File: src/key_check_pkg.sv
package key_check_pkg;

    localparam int KEY_WORDS = 12;  // candidate words ahead of the padding
    localparam logic [31:0] PAD_BITS = 32'd384;  // message length in bits

    // one 128-bit word, seen as md5 chaining words or as aes state bytes
    typedef union packed {
        logic [3:0][31:0] words;  // words[0] is md5 A
        logic [15:0][7:0] bytes;  // bytes[0] is the first digest byte
    } block_u;

    typedef struct packed {
        logic        write;
        logic [3:0]  addr;
        logic [31:0] data;
    } md5_wr_t;

    typedef struct packed {
        logic         valid;
        logic [127:0] key;
    } check_res_t;

    localparam logic [31:0] MD5_IV [4] = '{
        32'h67452301, 32'hefcdab89, 32'h98badcfe, 32'h10325476
    };

    // shift amounts, indexed by {round, step[1:0]}
    localparam logic [4:0] MD5_S [16] = '{
        5'd7, 5'd12, 5'd17, 5'd22,
        5'd5, 5'd9,  5'd14, 5'd20,
        5'd4, 5'd11, 5'd16, 5'd23,
        5'd6, 5'd10, 5'd15, 5'd21
    };

    localparam logic [31:0] MD5_K [64] = '{
        32'hd76aa478, 32'he8c7b756, 32'h242070db, 32'hc1bdceee,
        32'hf57c0faf, 32'h4787c62a, 32'ha8304613, 32'hfd469501,
        32'h698098d8, 32'h8b44f7af, 32'hffff5bb1, 32'h895cd7be,
        32'h6b901122, 32'hfd987193, 32'ha679438e, 32'h49b40821,
        32'hf61e2562, 32'hc040b340, 32'h265e5a51, 32'he9b6c7aa,
        32'hd62f105d, 32'h02441453, 32'hd8a1e681, 32'he7d3fbc8,
        32'h21e1cde6, 32'hc33707d6, 32'hf4d50d87, 32'h455a14ed,
        32'ha9e3e905, 32'hfcefa3f8, 32'h676f02d9, 32'h8d2a4c8a,
        32'hfffa3942, 32'h8771f681, 32'h6d9d6122, 32'hfde5380c,
        32'ha4beea44, 32'h4bdecfa9, 32'hf6bb4b60, 32'hbebfbc70,
        32'h289b7ec6, 32'heaa127fa, 32'hd4ef3085, 32'h04881d05,
        32'hd9d4d039, 32'he6db99e5, 32'h1fa27cf8, 32'hc4ac5665,
        32'hf4292244, 32'h432aff97, 32'hab9423a7, 32'hfc93a039,
        32'h655b59c3, 32'h8f0ccc92, 32'hffeff47d, 32'h85845dd1,
        32'h6fa87e4f, 32'hfe2ce6e0, 32'ha3014314, 32'h4e0811a1,
        32'hf7537e82, 32'hbd3af235, 32'h2ad7d2bb, 32'heb86d391
    };

    localparam logic [7:0] AES_RCON [10] = '{
        8'h01, 8'h02, 8'h04, 8'h08, 8'h10,
        8'h20, 8'h40, 8'h80, 8'h1b, 8'h36
    };

endpackage
File: src/md5_core.sv
`timescale 1ns/10ps

module md5_core (
    input  logic                   clk,
    input  logic                   rst,
    input  key_check_pkg::md5_wr_t md5_wr,
    input  logic                   md5_req,
    output logic                   md5_ack,
    output key_check_pkg::block_u  digest
);

    import key_check_pkg::*;

    logic [31:0] msg [16];     // message block
    logic [31:0] a, b, c, d;   // working chaining words
    logic [31:0] a_in, b_in, c_in, d_in;
    logic [31:0] fval;
    logic [31:0] sum;
    logic [63:0] rot;
    logic [31:0] b_new;
    logic [3:0]  midx;         // message word for this step
    logic [5:0]  step;
    logic        busy;
    logic        fin;          // chaining add cycle
    logic        go;

    always_ff @(posedge clk) begin
        if (md5_wr.write) begin
            msg[md5_wr.addr] <= md5_wr.data;
        end
    end

    assign go = md5_req && !busy && !fin && !md5_ack;

    // step 0 runs straight off the iv in the cycle req is seen
    always_comb begin
        a_in = busy ? a : MD5_IV[0];
        b_in = busy ? b : MD5_IV[1];
        c_in = busy ? c : MD5_IV[2];
        d_in = busy ? d : MD5_IV[3];
    end

    always_comb begin
        case (step[5:4])
            2'd0: begin
                fval = (b_in & c_in) | (~b_in & d_in);
                midx = step[3:0];
            end
            2'd1: begin
                fval = (d_in & b_in) | (~d_in & c_in);
                midx = step[3:0] * 4'd5 + 4'd1;
            end
            2'd2: begin
                fval = b_in ^ c_in ^ d_in;
                midx = step[3:0] * 4'd3 + 4'd5;
            end
            default: begin
                fval = c_in ^ (b_in | ~d_in);
                midx = step[3:0] * 4'd7;
            end
        endcase
        sum   = a_in + fval + MD5_K[step] + msg[midx];
        rot   = {sum, sum} << MD5_S[{step[5:4], step[1:0]}];
        b_new = b_in + rot[63:32];  // upper half is the left rotate
    end

    always_ff @(posedge clk) begin
        if (rst) begin
            busy    <= 1'b0;
            fin     <= 1'b0;
            md5_ack <= 1'b0;
            step    <= 6'd0;
        end else if (fin) begin
            fin     <= 1'b0;
            md5_ack <= 1'b1;  // seen 65 clocks after req
        end else if (busy) begin
            step <= step + 6'd1;  // wraps to 0 after 63
            if (step == 6'd63) begin
                busy <= 1'b0;
                fin  <= 1'b1;
            end
        end else if (md5_ack) begin
            if (!md5_req) begin
                md5_ack <= 1'b0;
            end
        end else if (md5_req) begin
            busy <= 1'b1;
            step <= 6'd1;
        end
    end

    always_ff @(posedge clk) begin
        if (go || busy) begin
            a <= d_in;
            b <= b_new;
            c <= b_in;
            d <= c_in;
        end
    end

    // single block, so the chaining input is the iv
    always_ff @(posedge clk) begin
        if (fin) begin
            digest.words[0] <= a + MD5_IV[0];
            digest.words[1] <= b + MD5_IV[1];
            digest.words[2] <= c + MD5_IV[2];
            digest.words[3] <= d + MD5_IV[3];
        end
    end

endmodule

File: config.mk
export PLATFORM = sky130hd
export DESIGN_NAME = md5_core
export DESIGN_NICKNAME = d
export VERILOG_FILES = /design/src/key_check_pkg.sv /design/src/md5_core.sv
export SDC_FILE = /design/constraint.sdc
export NUM_CORES = 2
export LEC_CHECK = 0
export BUFFER_PORTS_ARGS = -buffer_cell sky130_fd_sc_hd__buf_4
export CORE_MARGIN = 2
export CORE_UTILIZATION = 40
export DETAILED_ROUTE_END_ITERATION = 16
export PLACE_DENSITY = 0.65
export SLEW_MARGIN = 20
export SYNTH_ARGS = -nofsm -noshare
export SYNTH_HDL_FRONTEND = slang
export SYNTH_SLANG_ARGS = --single-unit
File: constraint.sdc
create_clock -name clk -period 16.58 [get_ports clk]
set_input_delay 0.829 -clock clk [delete_from_list [all_inputs] [get_ports clk]]
set_output_delay 0.829 -clock clk [all_outputs]
set_load 0.05 [all_outputs]
==> key figures <==
Run status
  – Status: finished, final reports clean

Cells and area
  – P&R area growth vs syn: 11.8%
  – Share of cells above drive strength 1: 0.152
  – Layout net count: 3,941
  – Design Area, Final: 0.0489 mm^2

Critical path
  – CP arrival: 13.05 ns
  – Flop2flop setup slack: 3.93 ns
  – CP most frequent cell: a21oi_1
  – CP Depth: 43
  – Worst Setup End Kind: flop
  – Critical path's top delay family: compound AO/OA/AOI/OAI gates
  – CP Data Required Time: 16.99 ns
  – Critical path startpoint category: flop
  – Crit-path slowest cell: dfxtp_4
  – Critical path type: reg -> reg
  – Worst-case reg-to-reg path depth: 43
  – Worst Path Buf+Inv: 4
  – Critical-path maximum fanout: 54
  – Worst stage delay on the critical path: 0.73 ns

Yosys
  – Syn Nets: 3,896
  – Mux contribution to synthesized area: 0.103
  – Syn. warnings: 0
  – FF+latch count, synth: 777
  – Xor and xnor area share after synthesis: 0.0423
  – Most frequent cell after synthesis: edfxtp_1
  – Largest family of logic cells by synthesized area: compound AO/OA/AOI/OAI gates
  – Synth area leader: edfxtp_1
  – Synth Area in Compound Gates: 0.120
  – Sequential fraction of the synthesis area: 0.532
  – Top cells by area, synth: edfxtp_1 53%, mux4_2 7.0%, fa_1 3.0%
  – Yosys top cell area share: 0.527
  – Synth top cells by count: 768 x edfxtp_1, 326 x nor2_1, 313 x nand2_1
  – Post-synth EDFFs: 768
  – Yosys cell types: 102
  – Avg Cell Area, Syn: 11.8 um^2
  – Ys flop type: edfxtp_1
  – Post-synthesis adder-cell area fraction: 0.0557
  – Simple-gate share of the synthesized area: 0.108
  – Mapped Area: 0.0437 mm^2
  – Async SR Flop Fraction: 0
  – Cells after Synth: 3,702

STA
  – Final hold vios: 0
  – Final slew viol count: 0
  – Setup violators final: 0
  – Max Fclk: 79.1 MHz
  – Final Skew: 0.0257 ns
  – Slew margin rel.: 0.160
  – Worst Max-Slew Pin Slew: 1.25 ns
  – Setup TNS: 0 ns
  – Crit path time final: 12.65 ns
  – Period utilisation layout: 0.763
  – Unrepaired setup endpoints after global routing: no

Global route
  – Vias in the first global route: 28,900
  – Initial antenna violation count: 4
  – Largest net degree at the start of global routing: 127
  – M2 GR Usage: 0.358
  – First-pass GRT wire length: 190 mm
  – Grt ovf: 0
  – GRT busiest layer: met2
  – Tot GR Track Use: 0.227
  – Met1 GRT Util: 0.321
  – Met3 Resource Use GR: 0.0343

Pwr
  – Sw frac: 0.393
  – Worst vdd ir: 0.0913 mV
  – Pint: 4640 uW
  – Sequential share of power: 0.334
  – Leakage power: 0.0170 uW
  – Power Density: 157 mW/mm^2
  – Clock power frac: 0.231
  – Tot Pwr: 7660 uW
  – Psw: 3010 uW
  – Logic pwr share: 0.435

Floorplan
  – Num ports: 169
  – Die Wd: 335 um
  – Die area: 0.112 mm^2
  – Row count: 121
  – Core ar.: 0.109 mm^2
  – Die Y: 335 um
  – Initial core utilization: 0.402

Detailed routing
  – WL/cell: 24.7 um
  – DRC Markers: 0
  – Drt pass-1 iters: 6
  – DRT iter0 DRCs: 3,460
  – Vias per cell: 5.82
  – Total vias in the final route: 30,400
  – Post-Route WL: 129 mm
  – ANT nets after route: 0

Place
  – Routability Congestion: 0.987
  – Port buffer count: 168
  – Placed Area: 0.0463 mm^2
  – DP HPWL: 89.0 mm

Clock tree
  – H-Tree Depth: 3
  – Clock Tree Root: clkbuf_16
  – Post-CTS Repair Setup Buffers: 0
  – Clock Path Buffers: 3
  – TritonCTS clock tree: done
  – Quantity of hold-fixing buffers added after cts: 0
  – CTS clk-pin slew, worst paths: 0.06 ns
  – Clock Sinks: 777
  – Clk_lat worst skew: 0.67 ns
  – Post-CTS Resized: 0
  – Num CTS Buffers: 81

Min path
  – Worst Hold Depth: 2
  – Hold WC Path Type: in -> reg

Job
  – Number of max-cap violations: 0
## worst paths after layout
kind | from | to
worst max-delay path | step[2] | b[29]
worst min-delay path | rst | md5_ack
worst max register to register | step[2] | b[29]
worst min register to register | md5_ack | md5_ack
## through the flow
step | setup slack [ns] | utilization | hold slack, ns | std cells
2_1_floorplan | 5.64 | - | 0.477 | 3702
3_3_place_gp | 4.22 | 0.426 | 0.505 | 5078
3_5_place_dp | 4.03 | 0.426 | 0.497 | 5078
4_1_cts | 3.99 | 0.450 | 0.395 | 5219
5_1_grt | 3.18 | 0.450 | 0.416 | 5220
6_report | 3.93 | 0.450 | 0.427 | 5221
## placed cells by master (no fill, tap or decap), types with 81 or more instances in the layout
cell	instances
xnor2_1	117
clkbuf_16	81
o21ai_0	220
ha_1	88
mux4_2	135
nand2_1	313
a21oi_1	210
buf_4	218
inv_1	171
edfxtp_1	768
xor2_1	87
mux2i_1	95
nor2_1	314
## power by group through the flow
stage          clock network [uW]  registers (uW)  logic [uW]
2_1_floorplan                   0            2460        2500
3_3_place_gp                    0            2590        3270
3_5_place_dp                    0            2590        3280
4_1_cts                      1800            2550        3290
5_1_grt                      1880            2570        3660
6_report                     1770            2560        3330
## layout make-up
| cell class | instances | area (um^2) |
|---|---|---|
| antenna | 2 | 5.00 |
| clock buffer | 106 | 2120 |
| clock inverter | 35 | 435 |
| fill | 9916 | 59800 |
| inverter | 176 | 661 |
| multi-input combinational | 2491 | 19000 |
| sequential | 777 | 23300 |
| tap | 1414 | 1770 |
| timing repair buffer | 220 | 1680 |
## logic make-up (layout without fill, tap and decap cells)
logic type | count (synthesis) | after routing
adders and majority gates | 155 | 155
DFF | 777 | 777
xor gates and xnor gates | 208 | 208
buffers and inverters | 434 | 537
other | 0 | 2
muxes | 276 | 276
and+or+nand+nor | 1032 | 1032
AOI/OAI and AO/OA | 820 | 820
## sequential cells by signal (all words and copies together) (netlist names)
| name | flops |
|---|---|
| md5_ack | 1 |
| step | 6 |
| d | 32 |
| busy | 1 |
| digest | 128 |
| b | 32 |
| msg | 512 |
| fin | 1 |
| a | 32 |
| c | 32 |
## per-layer routing
| metal | part of all wire | vias to the layer above | wire [um] |
|---|---|---|---|
| met4 | 0.034 | 6 | 4400 |
| met2 | 0.46 | 1235 | 59700 |
| met3 | 0.069 | 192 | 8970 |
| met5 | 0.00026 | - | 34 |
| met1 | 0.43 | 15100 | 56100 |
| li1 | - | 13800 | - |
Note: power is estimated with default switching activity, not from simulation.
